[src/common/cpuPkg.sv]
package cpuPkg;

    localparam int XLEN       = 32;
    localparam int IMEM_WORDS = 64;
    localparam int DMEM_WORDS = 64;

    typedef logic [XLEN-1:0] word_t;                    // Data or instruction word
    typedef logic [4:0]      regIdx_t;                  // x0 .. x31
    typedef logic [$clog2(IMEM_WORDS)-1:0] imemIdx_t;   // Instruction word index
    typedef logic [$clog2(DMEM_WORDS)-1:0] dmemIdx_t;   // Data word index

    // Major opcodes of the supported subset
    localparam logic [6:0] OPC_RTYPE = 7'b0110011;
    localparam logic [6:0] OPC_ITYPE = 7'b0010011;
    localparam logic [6:0] OPC_LOAD  = 7'b0000011;
    localparam logic [6:0] OPC_STORE = 7'b0100011;

    // funct3 of register and immediate arithmetic
    localparam logic [2:0] F3_ADD  = 3'b000;            // Also sub
    localparam logic [2:0] F3_SLL  = 3'b001;
    localparam logic [2:0] F3_SLT  = 3'b010;
    localparam logic [2:0] F3_SLTU = 3'b011;
    localparam logic [2:0] F3_XOR  = 3'b100;
    localparam logic [2:0] F3_SR   = 3'b101;            // srl or sra by bit 30
    localparam logic [2:0] F3_OR   = 3'b110;
    localparam logic [2:0] F3_AND  = 3'b111;

    // funct3 of lw and sw
    localparam logic [2:0] F3_WORD = 3'b010;

    typedef enum logic [3:0] {
        ADD,
        SUB,
        SLL,
        SLT,
        SLTU,
        XOR,
        SRL,
        SRA,
        OR,
        AND
    } aluOp_t;

endpackage

[src/hdl/regFile.sv]
`timescale 1ns/1ps

module regFile (
    input  logic            CLK,
    input  logic            RST,
    input  cpuPkg::regIdx_t rs1,
    input  cpuPkg::regIdx_t rs2,
    input  cpuPkg::regIdx_t rd,
    input  cpuPkg::word_t   wd,
    input  logic            we,
    output cpuPkg::word_t   rd1,
    output cpuPkg::word_t   rd2
);
    import cpuPkg::*;

    localparam int NUM_REGS = 32;

    word_t regs [NUM_REGS];

    always_ff @(posedge CLK) begin
        if (RST) begin
            for (int i = 0; i < NUM_REGS; i++) begin
                regs[i] <= '0;
            end
        end else if (we && (rd != '0)) begin     // x0 writes dropped
            regs[rd] <= wd;
        end
    end

    // Reads see the old value in the cycle of a write
    assign rd1 = (rs1 == '0) ? '0 : regs[rs1];
    assign rd2 = (rs2 == '0) ? '0 : regs[rs2];

endmodule

[config.mk]
export PLATFORM = sky130hd
export DESIGN_NAME = regFile
export DESIGN_NICKNAME = d
export VERILOG_FILES = /design/src/common/cpuPkg.sv /design/src/hdl/regFile.sv
export SDC_FILE = /design/constraint.sdc
export NUM_CORES = 2
export LEC_CHECK = 0
export BUFFER_PORTS_ARGS = -buffer_cell sky130_fd_sc_hd__clkbuf_2
export CORE_MARGIN = 2
export CORE_UTILIZATION = 40
export CTS_BUF_LIST = sky130_fd_sc_hd__clkbuf_16
export CTS_CLUSTER_DIAMETER = 60
export DETAILED_ROUTE_END_ITERATION = 6
export HOLD_SLACK_MARGIN = 0.05
export PLACE_DENSITY_LB_ADDON = 0.08
export SLEW_MARGIN = 10
export SYNTH_ARGS = -nofsm -noshare
export SYNTH_HDL_FRONTEND = slang
export SYNTH_SLANG_ARGS = --single-unit
export TNS_END_PERCENT = 1
[constraint.sdc]
create_clock -name CLK -period 2.8 [get_ports CLK]
set_clock_uncertainty 0.15 [all_clocks]
set_input_delay 0.28 -clock CLK [delete_from_list [all_inputs] [get_ports CLK]]
set_output_delay 0.28 -clock CLK [all_outputs]
set_load 0.01 [all_outputs]
=== After elaboration in Yosys (flattened, before gate mapping) ===
Memory sizes are Yosys's and may differ from the RTL's.
Index checks and enable logic that the tools add are counted.

* Memories kept: 1
* RAM bits: 1,024
* Register bits: 0
* Output and inout bits: 64
* Logic and storage cells: 16

* Reductions and logical operators: 5
* Multiplexer cells: 10

{| class="wikitable"
|+ Memory list
! memory !! depth !! bits a word !! read ports !! clocked after memory_dff !! wr ports !! RTL line !! source
|-
| regs || 32 || 32 || 2 || 0 || 32 || regFile.sv:18 || <nowiki>word_t regs [NUM_REGS];</nowiki>
|}

{| class="wikitable"
|+ Operator list
! kind !! number
|-
| 32-bit 2-to-1 mux || 3
|-
| 32-bit OR reduction || 1
|-
| 5-bit zero test || 2
|-
| 1-bit 2-to-1 mux || 6
|-
| 5-bit 2-to-1 mux || 1
|-
| 5-bit nonzero test || 1
|-
| 1-bit logical AND || 1
|}

=== Depth between registers and ports, before layout ===
* Depth in word-level cells: 7
* Depth in mapped cells: 9

=== Worst setup path after synthesis ===
OpenSTA, ideal clock, no wires.

* Path type: in2out
* Start: input rs2[2]
* End: output rd2[15]
* Stages on the path: 7
* Slack: 430 ps
* Arrival: 1,940 ps
* Buffers on the path: 3
* Path through: buf_2 buf_2 buf_1 mux4_2 a22o_1 a2111oi_1 nor3_1

* Longest elaborated chain between the ends: 2

{| class="wikitable"
|+ Ends and longest elaborated chain
! what !! RTL line !! source
|-
| from (decl) || regFile.sv:7 || <nowiki>input cpuPkg::regIdx_t rs2,</nowiki>
|-
| memory read 32 x 32 bit / 5-bit zero test (equally long branches) || -- ||
|-
| 32-bit 2-to-1 mux * || regFile.sv:32 || <nowiki>assign rd2 = (rs2 == '0) ? '0 : regs[rs2];</nowiki>
|-
| to (decl) || regFile.sv:12 || <nowiki>output cpuPkg::word_t rd2</nowiki>
|}

Mark *: on every way between the ends. The rest lies on a longest branch, timed or not.

==> metrics.yaml <==
status: "complete, but fails checks"
violations: "setup timing"
use_met2_pct: 47.7
cts_buffer_depth: 3
synth.most_common_cell: "edfxtp_1"
htree_levels: 4
synthMuxAreaShare_pct: 23.0
vdd_ir_drop_max_uv: 553
cp-end-kind: "output pin"
clock-sinks: 1024
setup_ws_ns: -0.412
drive_above_1_share_pct: 37.3
clk_pin_slew_ns: 0.06
power.density_nw_per_um2: 614
rows: 135
die_h_um: 372
synth_top_family_by_area: "multiplexers"
cpMaxStageDelayCell: "mux4_2"
async_flop_share_pct: 0
wl_um: 201000
ys_warn_count: 0
port_buffers: 113
synth_flop_cell: "edfxtp_1"
synth-simple-area-share_pct: 13.3
fin_area_sq_um: 65600
worst_slew_pin_slew_ns: 1.06
finalHoldViolations: 0
grt_use_met1_pct: 38.8
crit_required_ns: 2.37
maxSlewHeadroom_pct: 29.0
synth_area_leaders: "edfxtp_1 57%, mux4_2 20%, and2_1 11%, mux2i_1 2.8%, clkbuf_1 1.9%"
period_needed_ns: 3.21
dp_slack_ns: -0.452
yosysSeqAreaShare_pct: 56.7
finalCritPeriodShare_pct: 115
largest_register_ffs: 1024
synthDominantCellAreaShare_pct: 56.7
dieArea_sq_um: 139000
first_iter_violations: 3874
top_register: "regs"
slew_viol_final: 0
grt_use_met3_pct: 5.73
grt_pass1_vias: 36700
largest_registers: "regs x1024"
path_class: "flip-flop to output pin"
grt_antenna_before_repair: 22
path_buf_inv: 2
postSynthCellCount: 3502
critPathArrivalTime_ns: 2.78
p_leak_nw: 23.2
core_sq_um: 135000
die_w_um: 372
critPathMaxFanout: 2
hpwl_um: 131000
syn_avg_cell_area_sq_um: 15.5
total_power_mw: 40.3
synth-xor-area-share_pct: 0
rsz0062_at_grt: "yes"
cts_buffers: 132
grtUsageTotal_pct: 29.3
start_kind: "flip-flop"
clock-root-buffer: "clkbuf_16"
ys_top_cells_by_count: "1024 x edfxtp_1, 995 x and2_1, 472 x mux4_2, 271 x clkbuf_1, 150 x mux2i_1"
viasPerCell: 6.13
first_pass_iters: 5
fin_nets: 3853
synth.distinct_cells: 42
drc: 0
ys_ff_latch: 1024
antenna_left: 0
setup_viol: 64
cp_cell_sequence: "mux4_2, mux4_2, o22ai_2, buf_6, nor3_4, clkbuf_2"
synth-compound-area-share_pct: 3.65
syn2layout_area_growth_pct: 20.9
critPathMostFrequentCell: "mux4_2"
hold_path_class: "input pin to flip-flop"
cp_top_family: "multiplexers"
io_pins: 114
synth_area_sq_um: 54300
grt_first_pass_wirelength_um: 281000
synth_edf_count: 1024
cts_tree: "done"
gr-total-overflow: 0
fmax_mhz: 311
post_drt_wl_per_cell_um: 35.4
synth_fa_ha_area_share_pct: 0
start_util_pct: 40.2
placed_cell_area_sq_um: 59700
grt_max_degree: 48
yosys.area.top_type: "edfxtp_1"
routabilityCongestion: 0.841
crit_path_max_incr_delay_ns: 0.62
maxCapViolCount: 0
num_vias: 34800
busiest_layer: "met2"
==> logic make-up after synthesis <==
logic type / Yosys count
simple gates: 1177
mux: 652
buf+inv: 389
flops: 1024
other cells: 1
compound gates: 259
==> metal layers <==
layer  vias to the layer above  share of wire (%)
met5                         -              0.076
met4                        22                4.1
met3                       356                8.0
met2                      1722                 48
met1                     18600                 40
li1                      14200                  -
==> path summary, 6_finish.rpt <==
path                                    from                   endpoint  slack, ns  depth (start not counted)
setup / recovery  regs[20][16]$_SDFFCE_PN0P_                    rd1[16]      -0.41                          6
hold / removal                        wd[27]  regs[2][27]$_SDFFCE_PN0P_       0.11                          2
==> per-stage QoR <==
stage	util [%]	hold slack (ns)	instances	setup TNS [ns]
2_1_floorplan	-	0.328	3533	0
3_3_place_gp	44.3	0.844	5447	-11.63
3_5_place_dp	44.3	0.853	5447	-11.77
4_1_cts	48.5	0.0576	5677	-18.37
5_1_grt	48.6	0.131	5679	-19.22
6_report	48.6	0.114	5684	-14.84
==> cell type report <==
class / count / area, sq um
clock buffer: 139 / 3480
timing repair buffer: 523 / 4830
tap: 1781 / 2230
sequential: 1024 / 30700
multi-input combinational: 2120 / 23600
clock inverter: 88 / 706
antenna: 7 / 17.5
inverter: 2 / 7.51
fill: 11400 / 69300
==> cell usage in the layout (no fill, tap or decap), types with 16 or more instances in the layout <==
| cell | instances |
|---|---|
| and2_1 | 994 |
| mux2_2 | 29 |
| nor3_2 | 34 |
| o22ai_1 | 76 |
| clkbuf_16 | 139 |
| mux2i_1 | 148 |
| buf_12 | 85 |
| edfxtp_1 | 1024 |
| a2111oi_4 | 37 |
| a22o_4 | 28 |
| nor2_4 | 17 |
| clkinv_1 | 27 |
| buf_4 | 311 |
| a22oi_1 | 16 |
| o22ai_2 | 21 |
| conb_1 | 32 |
| a2111oi_2 | 18 |
| a22o_1 | 22 |
| mux4_2 | 472 |
| inv_1 | 24 |
| clkbuf_2 | 105 |
| or2_2 | 33 |
==> what timing repair did <==
action | 4_1_cts | 5_1_grt
pin swaps | 99 | 12
endpoints found under the hold margin | 17 | 0
buffers inserted | 3 | 0
endpoints found under the setup margin | 64 | 64
hold buffers | 2 | 0
resized for setup | 249 | 30
==> power breakdown <==
part	internal [mW]	total (mW)	switching, mW	leakage [nW]
registers	17.7	18.2	0.467	9.75
clock network	9.92	16.6	6.65	2.13
logic	2.48	5.51	3.03	11.3
(Power assumes the default switching activity.)
