[config.mk]
export PLATFORM = sky130hd
export DESIGN_NAME = instMem
export DESIGN_NICKNAME = d
export VERILOG_FILES = /design/src/common/cpuPkg.sv /design/src/hdl/instMem.sv
export SDC_FILE = /design/constraint.sdc
export NUM_CORES = 2
export LEC_CHECK = 0
export BUFFER_PORTS_ARGS = -buffer_cell sky130_fd_sc_hd__buf_2
export CORE_MARGIN = 10
export CORE_UTILIZATION = 50
export DETAILED_ROUTE_END_ITERATION = 10
export PLACE_DENSITY_LB_ADDON = 0.3
export SETUP_SLACK_MARGIN = 0.3
export SLEW_MARGIN = 20
export SYNTH_ARGS = -nofsm -noshare
export SYNTH_HDL_FRONTEND = slang
export SYNTH_SLANG_ARGS = --single-unit
[constraint.sdc]
create_clock -name CLK -period 5.35 [get_ports CLK]
set_input_delay 0.2675 -clock CLK [delete_from_list [all_inputs] [get_ports CLK]]
set_output_delay 0.2675 -clock CLK [all_outputs]
set_load 0.02 [all_outputs]
[src/common/cpuPkg.sv]
package cpuPkg;

    localparam int XLEN       = 32;
    localparam int IMEM_WORDS = 64;
    localparam int DMEM_WORDS = 64;

    typedef logic [XLEN-1:0] word_t;                    // Data or instruction word
    typedef logic [4:0]      regIdx_t;                  // x0 .. x31
    typedef logic [$clog2(IMEM_WORDS)-1:0] imemIdx_t;   // Instruction word index
    typedef logic [$clog2(DMEM_WORDS)-1:0] dmemIdx_t;   // Data word index

    // Major opcodes of the supported subset
    localparam logic [6:0] OPC_RTYPE = 7'b0110011;
    localparam logic [6:0] OPC_ITYPE = 7'b0010011;
    localparam logic [6:0] OPC_LOAD  = 7'b0000011;
    localparam logic [6:0] OPC_STORE = 7'b0100011;

    // funct3 of register and immediate arithmetic
    localparam logic [2:0] F3_ADD  = 3'b000;            // Also sub
    localparam logic [2:0] F3_SLL  = 3'b001;
    localparam logic [2:0] F3_SLT  = 3'b010;
    localparam logic [2:0] F3_SLTU = 3'b011;
    localparam logic [2:0] F3_XOR  = 3'b100;
    localparam logic [2:0] F3_SR   = 3'b101;            // srl or sra by bit 30
    localparam logic [2:0] F3_OR   = 3'b110;
    localparam logic [2:0] F3_AND  = 3'b111;

    // funct3 of lw and sw
    localparam logic [2:0] F3_WORD = 3'b010;

    typedef enum logic [3:0] {
        ADD,
        SUB,
        SLL,
        SLT,
        SLTU,
        XOR,
        SRL,
        SRA,
        OR,
        AND
    } aluOp_t;

endpackage

[src/hdl/instMem.sv]
`timescale 1ns/1ps

module instMem (
    input  logic             CLK,
    input  logic             RST,
    input  logic             progWe,
    input  cpuPkg::imemIdx_t progAddr,
    input  cpuPkg::word_t    progData,
    input  cpuPkg::imemIdx_t addr,
    output cpuPkg::word_t    inst
);
    import cpuPkg::*;

    word_t mem [IMEM_WORDS];          // Program image, kept across reset

    // The program can only change while the core is held in reset
    always_ff @(posedge CLK) begin
        if (RST && progWe) begin
            mem[progAddr] <= progData;
        end
    end

    assign inst = mem[addr];          // Zero latency fetch

endmodule

[Word-level counts from Yosys, hierarchy flattened]
Memories as Yosys holds them, arrays and structs flattened.
Cells that the tools add are included.
Word-level totals
  register bits after elaboration: 0
  bits in latches: 0
  RAM bits: 2048
  ROM bits: 0
  input bits: 47
  output and inout port bits: 32
  word-level logic and storage cells: 4
  memories kept: 1
Operators by class
  add/sub/neg operators: 0
  multipliers: 0
  divide/modulo/power cells: 0
  order comparisons: 0
  equality and inequality tests: 0
  shifts and indexed selects: 0
  multiplexer cells: 2
  bitwise logic cells: 0
  reductions and logical operators: 1
Memories
  mem: depth 64, width 32, read ports 1, clocked after Yosys merged registers in 0, wr ports 1, RTL line instMem.sv:14  | word_t mem [IMEM_WORDS];
Operators by type and width (number)
  1-bit 2-to-1 mux: 2
  1-bit logical AND: 1

[Logic depth before layout (Yosys ltp)]
  depth in word-level cells: 3
  depth in mapped cells: 10

[Least setup slack after synthesis]
OpenSTA, ideal clock, no wires.
  path type: input port to flip-flop
  from: in progAddr[5]
  to: mem mem[39][0] (netlist name), enable pin
  setup time: 421 ps
  arrival: 2475 ps
  setup slack: 2454 ps
  stages: 4
  buffers on the path: 2
  cell sequence: clkbuf_1 > or3b_2 > clkbuf_1 > nor2_1
RTL lines
  start, declared: RTL line instMem.sv:7  | input cpuPkg::imemIdx_t progAddr,
  end, declared: RTL line instMem.sv:14
Straight into the memory's write port.

[Final worst setup path]
  from: in addr[2]
  to: out inst[0]
On the way
  cells in the longest elaborated chain, start to end: 1
RTL lines
  start, declared: RTL line instMem.sv:9  | input cpuPkg::imemIdx_t addr,
  memory 64 x 32 bit
  end, declared: RTL line instMem.sv:10  | output cpuPkg::word_t inst
Every way passes these cells.

==> flow_summary.toml <==
[placement]
io_buffers = 78
place_congestion = 0.804
dpl_cell_area_mm2 = 0.0817
dp_cells = 5548
hpwlAfterDp_mm = 118
post-place-ws_ns = 1.38

[clock_network]
cts_buffers = 195
clkSinkCount = 2048
cts_setup_buffers = 0
cts_buffer_depth = 3
htreeDepth = 4
cts_tree = "built"
cts_root_buffer = "clkbuf_16"
cts_resized = 0
clkTransAtPathRegs_ns = 0.06

[yosys]
syn-num-nets = 3515
synth-compound-area-share_pct = 2.42
synth_warnings = 0
synth-seq-cells = 2048
yosys.area_share.simple_pct = 2.40
synth_top_family_by_area = "multiplexers"
synth_cell_types = 42
synth.avg_cell_area_um2 = 22.5
syn-cell-area_mm2 = 0.0782
synthMuxAreaShare_pct = 15.0
synth_seq_area_share_pct = 78.6
synth_fa_ha_area_share_pct = 0
synthCells = 3468
synth_xor_area_share_pct = 0

[timing]
hold_slack_ns = 0.00408
setup_violations = 0
slew_violations = 0
worst_slack_ns = 1.39
rsz0062_at_grt = "no"
hold_viol_final = 0
fmax_ghz = 0.252
finalCriticalPeriod_ns = 3.96
fin_crit_sh_pct = 74.1
worst-slew-pin-transition_ns = 1.16
slew_headroom_pct = 22.3
setup_tns_ns = 0

[pwr]
power.leakage_nw = 27.2
peakVddDrop_mv = 0.318
p_per_area_mw_per_mm2 = 375

[worst_setup_path]
arrival_ns = 3.70
crit_required_ns = 5.08
end_kind = "output port"
worstSetupStartpointType = "primary input"
path_class = "primary input to output port"
crit_fanout = 64

[floorplan]
dieArea_mm2 = 0.173
die-height_um = 415
start_util_pct = 50.2
die_w_um = 415
boundaryPins = 79
num_rows = 145
core_area_mm2 = 0.156

[drt]
drt-initial-drc-count = 5564
drt_wl_total_mm = 205
drcViolationCount = 0
drt_pre_antenna_iters = 6
maxUsedRoutingLayer = "met5"
vias = 38500
vias_per_cell = 6.51
wl_met1_mm = 77.7
drt-wirelength-per-cell_um = 34.6
wl_met3_mm = 20.1
wl_met2_mm = 99.5
detail-route-antenna-nets = 0

[grt]
grt_usage_pct = 23.5
antenna_found_initial = 22
grt_start_max_net_pins = 101
grt_pass1_vias = 38000
grt_pass1_wl_mm = 290
globalRouteOverflowTotal = 0

[final_layout]
regMostFlops = "mem"
nets = 3736
largest_register_ffs = 2048
fin_area_mm2 = 0.0881
instances_no_fill = 5914
area_delta_synth_final_pct = 12.7
reg_top3 = "mem: 2048 flops"
drive_gt1_share_pct = 27.5

[run_status]
status = "finished, final reports clean"

[min_path]
hold_path.class = "primary input to register"

[flow_run]
maxCapViolCount = 0
[metrics by stage]
stage / utilization (%) / power, W
2_1_floorplan: - / 0.0190
3_3_place_gp: 52.4 / 0.0197
3_5_place_dp: 52.5 / 0.0197
4_1_cts: 56.5 / 0.0333
5_1_grt: 56.6 / 0.0339
6_report: 56.6 / 0.0331
[power breakdown]
part,total [W],switching (W),internal [W]
Sequential,0.0177,0.0000133,0.0177
Clock,0.0137,0.00577,0.00793
Combinational,0.00165,0.00110,0.000558
[cells in the final DEF (no fill, tap or decap), types with 3 or more instances in the layout]
| master | n |
|---|---|
| edfxtp_1 | 2048 |
| mux4_2 | 476 |
| clkbuf_16 | 199 |
| buf_4 | 142 |
| nand2_1 | 100 |
| mux2i_1 | 71 |
| nand3_1 | 69 |
| nor2_4 | 65 |
| buf_2 | 58 |
| o22ai_1 | 56 |
| a22oi_1 | 54 |
| o221ai_1 | 51 |
| clkinv_1 | 51 |
| nand4_1 | 48 |
| clkbuf_1 | 43 |
| a211oi_1 | 31 |
| nor2_1 | 26 |
| mux2_2 | 25 |
| a21oi_1 | 24 |
| bufinv_16 | 24 |
| clkinv_2 | 23 |
| nor2b_1 | 21 |
| nand2b_1 | 18 |
| buf_12 | 15 |
| and3_1 | 14 |
| diode_2 | 11 |
| nor3_1 | 8 |
| o211a_1 | 8 |
| clkinvlp_4 | 8 |
| a31oi_1 | 7 |
| o21ai_0 | 6 |
| o22a_1 | 6 |
| a311o_1 | 6 |
| o21ai_1 | 6 |
| nor4_1 | 5 |
| nand3b_1 | 3 |
| buf_8 | 3 |
[Yosys cell counts, drive strengths merged]
master / number / area [um^2]
o22ai: 56 / 350
mux4: 476 / 10700
a21oi: 24 / 120
nor4: 5 / 31.3
a311o: 6 / 60.1
nor3: 9 / 45.0
clkbuf: 64 / 241
o211a: 8 / 80.1
nand3: 69 / 345
or2: 3 / 18.8
nand3b: 3 / 22.5
or3b: 1 / 8.76
inv: 1 / 3.75
and2: 2 / 12.5
mux2i: 71 / 711
o21ai: 12 / 60.1
nand2b: 19 / 119
a211oi: 32 / 240
a221o: 1 / 10.0
edfxtp: 2048 / 61500
buf: 132 / 967
or3: 2 / 12.5
nor2: 93 / 349
nand2: 100 / 375
a31oi: 7 / 43.8
nand4: 48 / 300
o221ai: 52 / 462
and3: 14 / 87.6
a221oi: 1 / 8.76
o22a: 6 / 52.6
mux2: 25 / 282
nor2b: 24 / 150
a22oi: 54 / 405
[path summary, 6_finish.rpt]
| kind | cells after the start | from | end | slack [ns] |
|---|---|---|---|---|
| hold / removal | 1 | progData[15] | mem[57][15]$_DFFE_PP_ | 0.004 |
| setup / recovery | 8 | addr[2] | inst[0] | 1.39 |
[logic make-up after synthesis]
logic type | Yosys count
and+or+nand+nor | 392
DFF | 2048
buffers and inverters | 197
AOI/OAI and AO/OA | 259
muxes | 572
[repair_timing]
| action | 4_1_cts | 5_1_grt |
|---|---|---|
| hold buffers | 1 | 0 |
| setup endpoints to repair | 0 | 0 |
| endpoints found under the hold margin | 25 | 0 |
[layout make-up]
cell class	count	area (um^2)
Inverter	1	3.75
Sequential cell	2048	61500
Clock buffer	242	5140
Fill cell	11200	67700
Timing Repair Buffer	220	1740
Multi-Input combinational cell	1223	16000
Clock inverter	111	1150
Tap cell	2058	2570
Antenna cell	11	27.5
[routing by layer]
layer	global-route usage [%]	vias up
met4	8.16	6
met5	0	-
met1	32.7	20600
met3	4.54	359
li1	-	15300
met2	37.5	2225
[worst max-delay path: stages]
cell,delay [ns]
buf_8,0.36
buf_4,0.86
mux4_2,0.41
mux2_2,0.29
a211oi_1,0.79
nor4_1,0.22
buf_4,0.19
buf_2,0.15
Power figures use the tool's default switching activity.
