$ cat config.mk
export PLATFORM = sky130hd
export DESIGN_NAME = dataMem
export DESIGN_NICKNAME = d
export VERILOG_FILES = /design/src/common/cpuPkg.sv /design/src/hdl/dataMem.sv
export SDC_FILE = /design/constraint.sdc
export NUM_CORES = 2
export LEC_CHECK = 0
export ABC_AREA = 0
export BUFFER_PORTS_ARGS = -buffer_cell sky130_fd_sc_hd__buf_2
export CELL_PAD_IN_SITES_DETAIL_PLACEMENT = 1
export CELL_PAD_IN_SITES_GLOBAL_PLACEMENT = 1
export CORE_MARGIN = 4
export CORE_UTILIZATION = 45
export DETAILED_ROUTE_END_ITERATION = 6
export GPL_TIMING_DRIVEN = 0
export PLACE_DENSITY_LB_ADDON = 0.2
export SYNTH_ARGS = -nofsm -noshare
export SYNTH_HDL_FRONTEND = slang
export SYNTH_SLANG_ARGS = --single-unit
$ cat constraint.sdc
create_clock -name CLK -period 3.2 [get_ports CLK]
set_input_delay 0.32 -clock CLK [delete_from_list [all_inputs] [get_ports CLK]]
set_output_delay 0.32 -clock CLK [all_outputs]
set_load 0.05 [all_outputs]
$ cat src/common/cpuPkg.sv
package cpuPkg;

    localparam int XLEN       = 32;
    localparam int IMEM_WORDS = 64;
    localparam int DMEM_WORDS = 64;

    typedef logic [XLEN-1:0] word_t;                    // Data or instruction word
    typedef logic [4:0]      regIdx_t;                  // x0 .. x31
    typedef logic [$clog2(IMEM_WORDS)-1:0] imemIdx_t;   // Instruction word index
    typedef logic [$clog2(DMEM_WORDS)-1:0] dmemIdx_t;   // Data word index

    // Major opcodes of the supported subset
    localparam logic [6:0] OPC_RTYPE = 7'b0110011;
    localparam logic [6:0] OPC_ITYPE = 7'b0010011;
    localparam logic [6:0] OPC_LOAD  = 7'b0000011;
    localparam logic [6:0] OPC_STORE = 7'b0100011;

    // funct3 of register and immediate arithmetic
    localparam logic [2:0] F3_ADD  = 3'b000;            // Also sub
    localparam logic [2:0] F3_SLL  = 3'b001;
    localparam logic [2:0] F3_SLT  = 3'b010;
    localparam logic [2:0] F3_SLTU = 3'b011;
    localparam logic [2:0] F3_XOR  = 3'b100;
    localparam logic [2:0] F3_SR   = 3'b101;            // srl or sra by bit 30
    localparam logic [2:0] F3_OR   = 3'b110;
    localparam logic [2:0] F3_AND  = 3'b111;

    // funct3 of lw and sw
    localparam logic [2:0] F3_WORD = 3'b010;

    typedef enum logic [3:0] {
        ADD,
        SUB,
        SLL,
        SLT,
        SLTU,
        XOR,
        SRL,
        SRA,
        OR,
        AND
    } aluOp_t;

endpackage

$ cat src/hdl/dataMem.sv
`timescale 1ns/1ps

module dataMem (
    input  logic             CLK,
    input  logic             RST,
    input  cpuPkg::dmemIdx_t addr,
    input  logic             we,
    input  cpuPkg::word_t    wd,
    output cpuPkg::word_t    rdata
);
    import cpuPkg::*;

    word_t mem [DMEM_WORDS];

    always_ff @(posedge CLK) begin
        if (RST) begin
            for (int i = 0; i < DMEM_WORDS; i++) begin
                mem[i] <= '0;               // Unwritten words read as zero
            end
        end else if (we) begin
            mem[addr] <= wd;
        end
    end

    assign rdata = mem[addr];               // Combinational load path

endmodule

# Word-level counts from Yosys, hierarchy flattened
# Memories as Yosys holds them, arrays and structs flattened.
# Cells that the tools add are included.
[word_totals]
ramBits = 2048
wordCells = 10
output_inout_bits = 32
n_memories = 1
in_bits = 41
register_bits = 0
[op_classes]
reduce_logical = 1
mux = 8
[mem_list]
columns = ["name", "depth", "word_bits", "read_ports", "rd_ports_with_merged_regs", "write_ports", "line_no", "rtl"]
rows = [
  ["mem", 64, 32, 1, 0, 64, "dataMem.sv:13", "word_t mem [DMEM_WORDS];"],
]
[op_table]
columns = ["operator", "n"]
rows = [
  ["$mux 32", 1],
  ["$reduce_or 32->1", 1],
  ["$mux 1", 6],
  ["$mux 6", 1],
]

# Logic depth before layout (Yosys ltp)
[logic_depth]
ltp_word = 5
depth_mapped = 11
mapped_depth_nobuf = 6

# Worst setup path before layout
# OpenSTA, ideal clock, no wires.
[synth_timing]
path_kind = "input to output"
startpoint = "input port addr[2]"
endpoint = "output port rdata[1]"
required_time_ns = 2.880
path_slack_ns = 0.482
path_buffers = 5
arrival_ns = 2.398
cell_stages = 9
cell_sequence = "buf_6 > buf_6 > buf_6 > buf_2 > buf_1 > mux4_2 > mux2i_1 > o22ai_1 > or4_1"
[synth_via]
elab_chain_cells = 1
[synth_lines]
columns = ["element", "line_no", "rtl"]
rows = [
  ["start: declaration", "dataMem.sv:6", "input cpuPkg::dmemIdx_t addr,"],
  ["$mem_v2 64x32", "-", ""],
  ["end: declaration", "dataMem.sv:9", "output cpuPkg::word_t rdata"],
]
# No other way between the ends.

# Worst setup path after layout
[layout_timing]
startpoint = "input port addr[0]"
endpoint = "output port rdata[8]"
# Same word-level chain as after synthesis.

==> flow_summary.toml <==
[power]
pwr-share-clk_pct = 40.0
power.leakage_nw = 37.5
p_seq_share_pct = 48.4
peakVddDrop_v = 0.000584
swShare_pct = 27.4
combPwrFrac_pct = 11.6
p_int_w = 0.0472
power_density_mw_per_mm2 = 591
switchingPower_w = 0.0178

[synthesis]
yosys.area.top_type = "edfxtp_1"
synth_top_area_share_pct = 66.3
synthCells = 6970
ys_seq_area_share_pct = 66.3
netlist_top_cells_area = "edfxtp_1, and2_1, a22oi_1"
synth_fa_ha_area_share_pct = 0
muxShareOfSynthArea_pct = 3.69
synth_nets = 7011
synth-xor-area-share_pct = 0
synth_area_sq_mm = 0.0928
async_flop_share_pct = 0
synth_top_family_by_area = "simple AND/OR/NAND/NOR gates"
synth-simple-area-share_pct = 16.4
synth_edf_count = 2048
avgSynthCellArea_sq_um = 13.3
synth_seq_cells = 2048
synthFlopType = "edfxtp_1"
synth_cell_types = 57
synth_compound_area_share_pct = 10.3
synth_warnings = 0

[global_routing]
antenna_found_initial = 64
grtUsageTotal_pct = 42.4
grt_pass1_vias = 66700
grt_pass1_wl_microns = 600000
grt_max_degree = 33
overflow = 0

[finish]
largest_register_ffs = 2048
area_growth_pct = 18.4
final_core_util_pct = 53.6
top_regs = "mem (2048)"
nets = 7348
drive_gt1_share_pct = 19.3
final_design_area_no_fill_sq_mm = 0.110
num-fill-cells = 19900
largest-register = "mem"

[placed_design]
portBuffers = 38
dpl_cell_area_sq_mm = 0.0970
place_congestion = 1.24
hpwl_microns = 331000

[timing]
fmax_mhz = 265
worst_slew_pin_slew_ps = 1690
max_slew_margin_pct = -12.7
fin_setup_tns_ps = -152850
hold_viol = 0
setup_ws_ps = -574
hold_ws_ps = 79.7
finalSetupViolCount = 1518
layout_min_cycle_time_ps = 3770
min_period_over_period_pct = 118
slew_viol_final = 22
rsz0062_at_grt = "true"

[detailed_routing]
wl_microns = 460000
viasPerCell = 6.75
wl_per_cell_microns = 44.9
drt_first_iter_violations = 11300
vias = 69200
ant_nets = 0
first_pass_iters = 7
drc = 2

[die]
die_x_microns = 462
initial_utilization_pct = 45.3
placeableCoreArea_sq_mm = 0.205
die_area_sq_mm = 0.214
die_y_microns = 462
io_pins = 73
rows = 166

[outcome]
violations = "DRC, capacitance limit, slew limit, setup timing"
status = "finished, violations left"

[min_path]
whs_path_depth = 2
worstHoldEndpoint = "mem[8][13]"
hold_class = "in -> reg"
hp-start = "wd[13]"

[clocking]
clkSinkCount = 2048
cts_buffers = 222
clockBufferDepth = 3
cts_tree = "done"
htreeDepth = 4
cts-root-buf = "clkbuf_16"
clk_pin_slew_worst_paths_ps = 60

[setup_path]
worstPathMaxFanout = 10
crit_path_end_kind = "primary output"
cp.required_ps = 2880
worst-setup-path-type = "in -> out"
arrival_ps = 3450
setup.worst_path.start_class = "input pin"

[flow_run]
cap_violations = 2
==> power groups by stage <==
stage	sequential (W)	combinational (W)	clock [W]
5_1_grt	0.0315	0.00744	0.0269
6_report	0.0314	0.00756	0.0260
2_1_floorplan	0.0317	0.00271	0
4_1_cts	0.0314	0.00699	0.0257
3_3_place_gp	0.0318	0.00593	0
3_5_place_dp	0.0319	0.00609	0
==> cells in the mapped netlist, drive strengths merged, types with 4 or more instances <==
master and instances:
nor2 198, o31ai 13, nor2b 6, nor4 16, edfxtp 2048, clkbuf 566
mux4 34, a22oi 374, or4 16, a21oi 136, or3 16, or2 83
a221o 41, o221ai 18, nand2b 4, mux2 101, o21ai 172, a211oi 26
nor3 43, o2bb2ai 4, and3 5, nand3 7, mux2i 152, a22o 21
nand2 80, o22ai 162, buf 204, a31oi 8, a221oi 293, and2 2051
o211ai 40
==> metrics by stage <==
stage	setup WS [ps]	std cells	total power (W)
floorplan	482	6970	0.0344
global placement	-3020	9696	0.0377
finish	-574	10200	0.0649
CTS	-511	10200	0.0641
detailed placement	-2290	9729	0.0380
global route	-575	10200	0.0658
==> cells by family after synthesis <==
group,Yosys count
flops,2048
simple gates,2536
buf+inv,773
mux,287
compound gates,1326
==> how the worst max path moves through the flow <==
stage / startpoint / end / slack (ps) / cells past startpoint
after detailed placement: addr[1] / rdata[20] / -2290 / 10
after global placement: addr[2] / rdata[13] / -3020 / 11
after floorplan: addr[2] / rdata[1] / 480 / 9
after global routing: mem[7][18] / rdata[18] / -570 / 6
final: addr[0] / rdata[8] / -570 / 11
after CTS: mem[13][26] / rdata[26] / -510 / 6
==> worst max-delay path, cell delays in order <==
cell       delay (ps)
buf_8             130
bufbuf_16         290
and2_1            190
buf_8             200
buf_2             260
a22oi_1           350
o22ai_1           220
a211oi_2          480
o31ai_1           200
or4_4             580
buf_6             190
==> per-layer routing <==
layer / vias to the layer above / share of wire, % / global-route usage (%)
met5: - / 0.084 / 0.588
met2: 5222 / 42 / 60.3
met1: 36000 / 35 / 51.5
met4: 24 / 9.0 / 32.5
li1: 26600 / - / -
met3: 1281 / 14 / 16.7
==> cell usage in the layout, fill, tap and decap left out, types with 35 or more instances in the layout <==
cell and n:
buf_6 90, clkinv_1 46, diode_2 59, clkbuf_4 45, a22oi_1 298, or2_4 48
a221oi_2 57, buf_4 86, nor2_1 158, buf_2 61, a21oi_1 81, nand2_1 68
o21ai_0 86, o211ai_1 40, buf_12 45, and2_1 2049, o22ai_1 131, a221oi_1 213
clkbuf_2 42, o21ai_2 42, clkbuf_16 233, clkinv_2 41, nor2_2 37, clkbuf_1 490
or2_2 35, mux2i_1 125, edfxtp_1 2048, mux2_2 100, a221o_1 41, a22oi_2 76
==> area by class of cell <==
cell class	instances	area [sq um]	area share, %
Tap cell	2688	3360	3.06
Sequential cell	2048	61500	56.0
Clock inverter	124	1230	1.12
Inverter	3	11.3	0.0102
Multi-Input combinational cell	4149	31300	28.5
Buffer	763	4890	4.45
Timing Repair Buffer	120	1530	1.39
Antenna cell	59	148	0.134
Clock buffer	290	5850	5.33
==> timing repair <==
item / CTS / global route
endpoints found under the hold margin: 1 / 0
cloned: 4 / 3
pin swaps: 125 / 71
buffers inserted: 19 / 24
gates resized for setup: 1280 / 180
setup endpoints to repair: 3895 / 1131
hold buffers: 1 / 0
Note: power is estimated with default switching activity, not from simulation.
