===== src/common/cpuPkg.sv =====
package cpuPkg;

    localparam int XLEN       = 32;
    localparam int IMEM_WORDS = 64;
    localparam int DMEM_WORDS = 64;

    typedef logic [XLEN-1:0] word_t;                    // Data or instruction word
    typedef logic [4:0]      regIdx_t;                  // x0 .. x31
    typedef logic [$clog2(IMEM_WORDS)-1:0] imemIdx_t;   // Instruction word index
    typedef logic [$clog2(DMEM_WORDS)-1:0] dmemIdx_t;   // Data word index

    // Major opcodes of the supported subset
    localparam logic [6:0] OPC_RTYPE = 7'b0110011;
    localparam logic [6:0] OPC_ITYPE = 7'b0010011;
    localparam logic [6:0] OPC_LOAD  = 7'b0000011;
    localparam logic [6:0] OPC_STORE = 7'b0100011;

    // funct3 of register and immediate arithmetic
    localparam logic [2:0] F3_ADD  = 3'b000;            // Also sub
    localparam logic [2:0] F3_SLL  = 3'b001;
    localparam logic [2:0] F3_SLT  = 3'b010;
    localparam logic [2:0] F3_SLTU = 3'b011;
    localparam logic [2:0] F3_XOR  = 3'b100;
    localparam logic [2:0] F3_SR   = 3'b101;            // srl or sra by bit 30
    localparam logic [2:0] F3_OR   = 3'b110;
    localparam logic [2:0] F3_AND  = 3'b111;

    // funct3 of lw and sw
    localparam logic [2:0] F3_WORD = 3'b010;

    typedef enum logic [3:0] {
        ADD,
        SUB,
        SLL,
        SLT,
        SLTU,
        XOR,
        SRL,
        SRA,
        OR,
        AND
    } aluOp_t;

endpackage


===== src/hdl/decoder.sv =====
`timescale 1ns/1ps

module decoder (
    input  cpuPkg::word_t  inst,
    output logic           regWrite,
    output logic           aluSrcImm,
    output logic           memRead,
    output logic           memWrite,
    output cpuPkg::aluOp_t aluOp,
    output cpuPkg::word_t  imm
);
    import cpuPkg::*;

    logic [6:0] opcode;
    logic [2:0] funct3;
    logic       alt;                        // Bit 30 selects sub and sra
    word_t      immI;
    word_t      immS;
    word_t      immShamt;

    assign opcode = inst[6:0];
    assign funct3 = inst[14:12];
    assign alt    = inst[30];

    assign immI     = {{20{inst[31]}}, inst[31:20]};
    assign immS     = {{20{inst[31]}}, inst[31:25], inst[11:7]};
    assign immShamt = {27'd0, inst[24:20]};

    // Shared by R-type and I-type, alt is already qualified by the caller
    function automatic aluOp_t opFromFunct3(input logic [2:0] f3, input logic useAlt);
        aluOp_t op;
        case (f3)
            F3_ADD:  op = useAlt ? SUB : ADD;
            F3_SLL:  op = SLL;
            F3_SLT:  op = SLT;
            F3_SLTU: op = SLTU;
            F3_XOR:  op = XOR;
            F3_SR:   op = useAlt ? SRA : SRL;
            F3_OR:   op = OR;
            F3_AND:  op = AND;
            default: op = ADD;
        endcase
        return op;
    endfunction

    always_comb begin
        regWrite  = 1'b0;                   // Unknown opcodes fall out as no-ops
        aluSrcImm = 1'b0;
        memRead   = 1'b0;
        memWrite  = 1'b0;
        aluOp     = ADD;
        imm       = '0;
        case (opcode)
            OPC_RTYPE: begin
                regWrite = 1'b1;
                aluOp    = opFromFunct3(funct3, alt);
            end
            OPC_ITYPE: begin
                regWrite  = 1'b1;
                aluSrcImm = 1'b1;
                // No subi, so bit 30 only matters for srai
                aluOp = opFromFunct3(funct3, alt && (funct3 == F3_SR));
                if ((funct3 == F3_SLL) || (funct3 == F3_SR)) begin
                    imm = immShamt;
                end else begin
                    imm = immI;
                end
            end
            OPC_LOAD: begin
                if (funct3 == F3_WORD) begin    // lw only
                    regWrite  = 1'b1;
                    aluSrcImm = 1'b1;
                    memRead   = 1'b1;
                    imm       = immI;
                end
            end
            OPC_STORE: begin
                if (funct3 == F3_WORD) begin    // sw only
                    aluSrcImm = 1'b1;
                    memWrite  = 1'b1;
                    imm       = immS;
                end
            end
            default: begin
            end
        endcase
    end

endmodule


===== config.mk =====
export PLATFORM = sky130hd
export DESIGN_NAME = decoder
export DESIGN_NICKNAME = d
export VERILOG_FILES = /design/src/common/cpuPkg.sv /design/src/hdl/decoder.sv
export SDC_FILE = /design/constraint.sdc
export NUM_CORES = 1
export LEC_CHECK = 0
export BUFFER_PORTS_ARGS = -buffer_cell sky130_fd_sc_hd__buf_2
export CORE_MARGIN = 2
export CORE_UTILIZATION = 31
export DETAILED_ROUTE_END_ITERATION = 10
export PLACE_DENSITY_LB_ADDON = 0.08
export SLEW_MARGIN = 10
export SYNTH_ARGS = -nofsm -noshare
export SYNTH_HDL_FRONTEND = slang
export SYNTH_SLANG_ARGS = --single-unit

===== constraint.sdc =====
create_clock -name vclk -period 2.7
set_input_delay 0.135 -clock vclk [all_inputs]
set_output_delay 0.135 -clock vclk [all_outputs]
set_load 0.005 [all_outputs]

## Word level (Yosys, flattened, before mapping)

Cells that the tools add are included.
Widths: inputs -> output; s select.

| word-level totals | value |
|---|---|
| register bits after elaboration | 0 |
| output and inout bits | 40 |
| word-level logic and storage cells | 32 |

| cells by class | value |
|---|---|
| reduce and logical (&&, ||, !) cells | 5 |
| muxes and demuxes | 16 |
| equality and inequality tests | 11 |

Operators with widths:

| cell | number |
|---|---|
| $mux 32 | 3 |
| $pmux 32 s3 | 1 |
| $pmux 4 s8 | 2 |
| $eq 7x6->1 const B | 2 |
| $eq 3x3->1 const B | 4 |
| $pmux 4 s2 | 1 |
| $eq 7x2->1 const B | 1 |
| $eq 7x5->1 const B | 1 |
| $mux 1 | 7 |
| $eq 3x2->1 const B | 2 |
| $pmux 1 s2 | 2 |
| $reduce_or 2->1 | 2 |
| $eq 3x1->1 const B | 1 |
| $logic_not 3->1 | 1 |
| $logic_and 1x1->1 | 1 |
| $logic_or 1x1->1 | 1 |

## Longest topological paths before layout

| depth | value |
|---|---|
| depth in word-level cells | 5 |
| mapped depth | 5 |
| mapped depth without buffers | 3 |

## Least setup slack after synthesis

No wires, ideal clock.

| timing path | value |
|---|---|
| path type | input port to output port |
| start point | input inst[14] |
| end point | output imm[12] |
| stages on the path | 5 |
| data arrival time | 1.913 ns |
| setup slack | 0.652 ns |
| buffers on the path | 2 |
| cell sequence | buf_6 or4b_4 a2111oi_4 and2_1 buf_4 |

| on the way | value |
|---|---|
| word-level cells in the longest chain between the ends | 4 |
| elaborated cells on any way between the ends | 8 |

RTL lines:

| item | line | source |
|---|---|---|
| start: declaration | decoder.sv:4 | `input cpuPkg::word_t inst,` |
| $eq 3x1->1 / $eq 3x3->1 (equally long branches) | decoder.sv:63 | `if ((funct3 == F3_SLL) \|\| (funct3 == F3_SR)) begin` |
| $logic_or 1x1->1 | decoder.sv:63 |  |
| $mux 32 | decoder.sv:63 |  |
| $pmux 32 s3 (*) | decoder.sv:53 | `case (opcode)` |
| end: declaration | decoder.sv:10 | `output cpuPkg::word_t imm` |

Mark *: on every way between the ends. The rest lies on a longest branch, timed or not.

## Final worst setup path

| timing path | value |
|---|---|
| start point | input inst[4] |
| end point | output imm[29] |

| on the way | value |
|---|---|
| word-level cells in the longest chain between the ends | 2 |
| elaborated cells on any way between the ends | 4 |

RTL lines:

| item | line |
|---|---|
| $eq 7x6->1 (tied with other cells) | decoder.sv:53 |
| $pmux 32 s3 (*) | decoder.sv:53 |

Marks and branches as above.

==> flow_summary.json <==
{
  "grt_usage": 0.1198,
  "antenna_found_initial": 0,
  "layout-drive-gt1-share": 0.5966,
  "overflow": 0,
  "cp_max_fo": 21,
  "hold_viol": 0,
  "cp.required_ns": 2.57,
  "dieWidth_um": 43.83,
  "fin_crit_ns": 2.105,
  "placementRows": 14,
  "pre_cts_slack_ns": 0.5589,
  "synth-simple-area-share": 0.4198,
  "final_cells": 135,
  "hp-class": "input port to output pin",
  "seq_area_sq_um": 0,
  "yosysWarnings": 0,
  "grt_pass1_wl_mm": 1.897,
  "postLayoutCellArea_sq_um": 676.9,
  "die_h_um": 43.83,
  "worst_pin_slew_ns": 0.9249,
  "drtAntennaViolNets": 0,
  "crit_family": "simple AND/OR/NAND/NOR gates",
  "setup_violations": 0,
  "die_area_sq_um": 1921,
  "core_area_sq_um": 1489,
  "worstHoldStart": "inst[25]",
  "drc_errors": 0,
  "relSlewSlack": 0.3747,
  "portBuffers": 67,
  "power_density_nw_per_um2": 71.35,
  "crit_start": "inst[4]",
  "final_nets": 153,
  "grt_start_max_net_pins": 22,
  "design.seq.count": 0,
  "synth_top_family_by_area": "simple AND/OR/NAND/NOR gates",
  "initial_core_util": 0.3303,
  "synthMuxAreaShare": 0.02290,
  "maxCapViolCount": 0,
  "initialDrtViolationCount": 11,
  "postPlaceCellArea_sq_um": 676.9,
  "critPathLaunchType": "input port",
  "synth_cell_types": 25,
  "syn2layout_area_growth_pct": 37.66,
  "worstPathArrival_ns": 1.97,
  "crit_slowest_cell": "or4b_4",
  "synth_area_leader_cell": "buf_4",
  "nClkBuffers": 0,
  "syn_nets": 107,
  "setup_tns_ns": 0,
  "netlist_area_sq_um": 491.7,
  "yosysSeqAreaShare": 0,
  "crit_chain": "buf_2, or4b_4, a2111oi_4, and2_1, buf_2",
  "synth_area_per_cell_sq_um": 6.556,
  "synth_compound_area_frac": 0.2036,
  "grt_pass1_vias": 457,
  "grt_setup_unrepaired": "no",
  "routed_wl_mm": 1.364,
  "utilization": 0.4546,
  "gp_congestion": 0.6823,
  "status": "complete, no violations",
  "cts_hold_buf": 0,
  "synth_xor_area_frac": 0,
  "dr.pass1.iters": 4,
  "cts.repair.resized": 0,
  "synth_top_area_share": 0.3053,
  "synth.most_common_cell": "buf_4",
  "vias": 643,
  "synthTopCellsByCount": "buf_4 (20), a21oi_1 (7), and2_1 (7)",
  "crit_type": "input port to output pin",
  "hpwl_mm": 1.130,
  "cp_slowest_stage_delay_ns": 0.56,
  "synthCells": 75,
  "top_level_ports": 72,
  "p_leak_nw": 0.4201,
  "wl_per_cell_um": 10.10,
  "cp_common_cell": "buf_2",
  "worst-path-buf-inv": 2,
  "synth_fa_ha_area_frac": 0,
  "antenna_cells": 0,
  "fmax_ghz": 0.4750,
  "post_cts_buffers": 0,
  "slew_violations": 0,
  "setup.worst_path.end_class": "output pin",
  "period_share": 0.7797,
  "setup_slack_ns": 0.5949,
  "irDropWorstVdd_mv": 0.03656,
  "dp.cells": 135,
  "yosys-top-cells-area": "buf_4 (31%), and2_1 (8.9%), a21oi_1 (7.1%)",
  "avgViaCountPerCell": 4.763
}
==> layout by cell type (no fill, tap or decap), drive strengths merged, types with 2 or more instances in the layout <==
| master | n |
|---|---|
| o21ai | 6 |
| a21oi | 7 |
| and3 | 2 |
| nor2b | 3 |
| and2 | 7 |
| nor2 | 4 |
| nand3 | 5 |
| buf | 67 |
| nor3 | 3 |
| nand2 | 3 |
==> final timing paths <==
path,endpoint,slack (ns),depth (start not counted)
worst max-delay path,imm[29],0.59,5
worst min-delay path,imm[5],0.54,3
==> final cells by class <==
cell class / instances / area, sq um
Tap cell: 16 / 20.02
Inverter: 1 / 3.754
Fill cell: 166 / 812.0
Multi-Input combinational cell: 51 / 317.8
Timing Repair Buffer: 67 / 335.3
==> routing by layer <==
| metal | wire, um | global-route usage | up-vias |
|---|---|---|---|
| met4 | 0 | 0 | 0 |
| met3 | 105 | 0 | 0 |
| li1 | - | - | 328 |
| met5 | 0 | 0 | - |
| met2 | 682 | 0.2382 | 28 |
| met1 | 577 | 0.1506 | 287 |
==> power breakdown <==
part	internal, mW	switching [mW]
registers	0	0
clock network	0	0
logic	0.0241	0.0242
total	0.0241	0.0242
==> kinds of logic (layout without fill, tap and decap cells) <==
logic type | after synthesis | count (layout)
and+or+nand+nor | 35 | 35
AOI/OAI and AO/OA | 15 | 15
muxes | 1 | 1
buffers and inverters | 24 | 68
==> metrics by stage <==
stage          hold WS [ns]  power, mW
2_1_floorplan        0.3803    0.02514
3_3_place_gp         0.5378    0.04720
3_5_place_dp         0.5408    0.04822
4_1_cts              0.5408    0.04831
5_1_grt              0.5524    0.05355
6_report             0.5375    0.04830
==> tightest hold or removal path, stage by stage <==
cell and delay [ns]:
buf_2 0.07, and2_1 0.10, buf_2 0.10
Power figures use the tool's default switching activity.
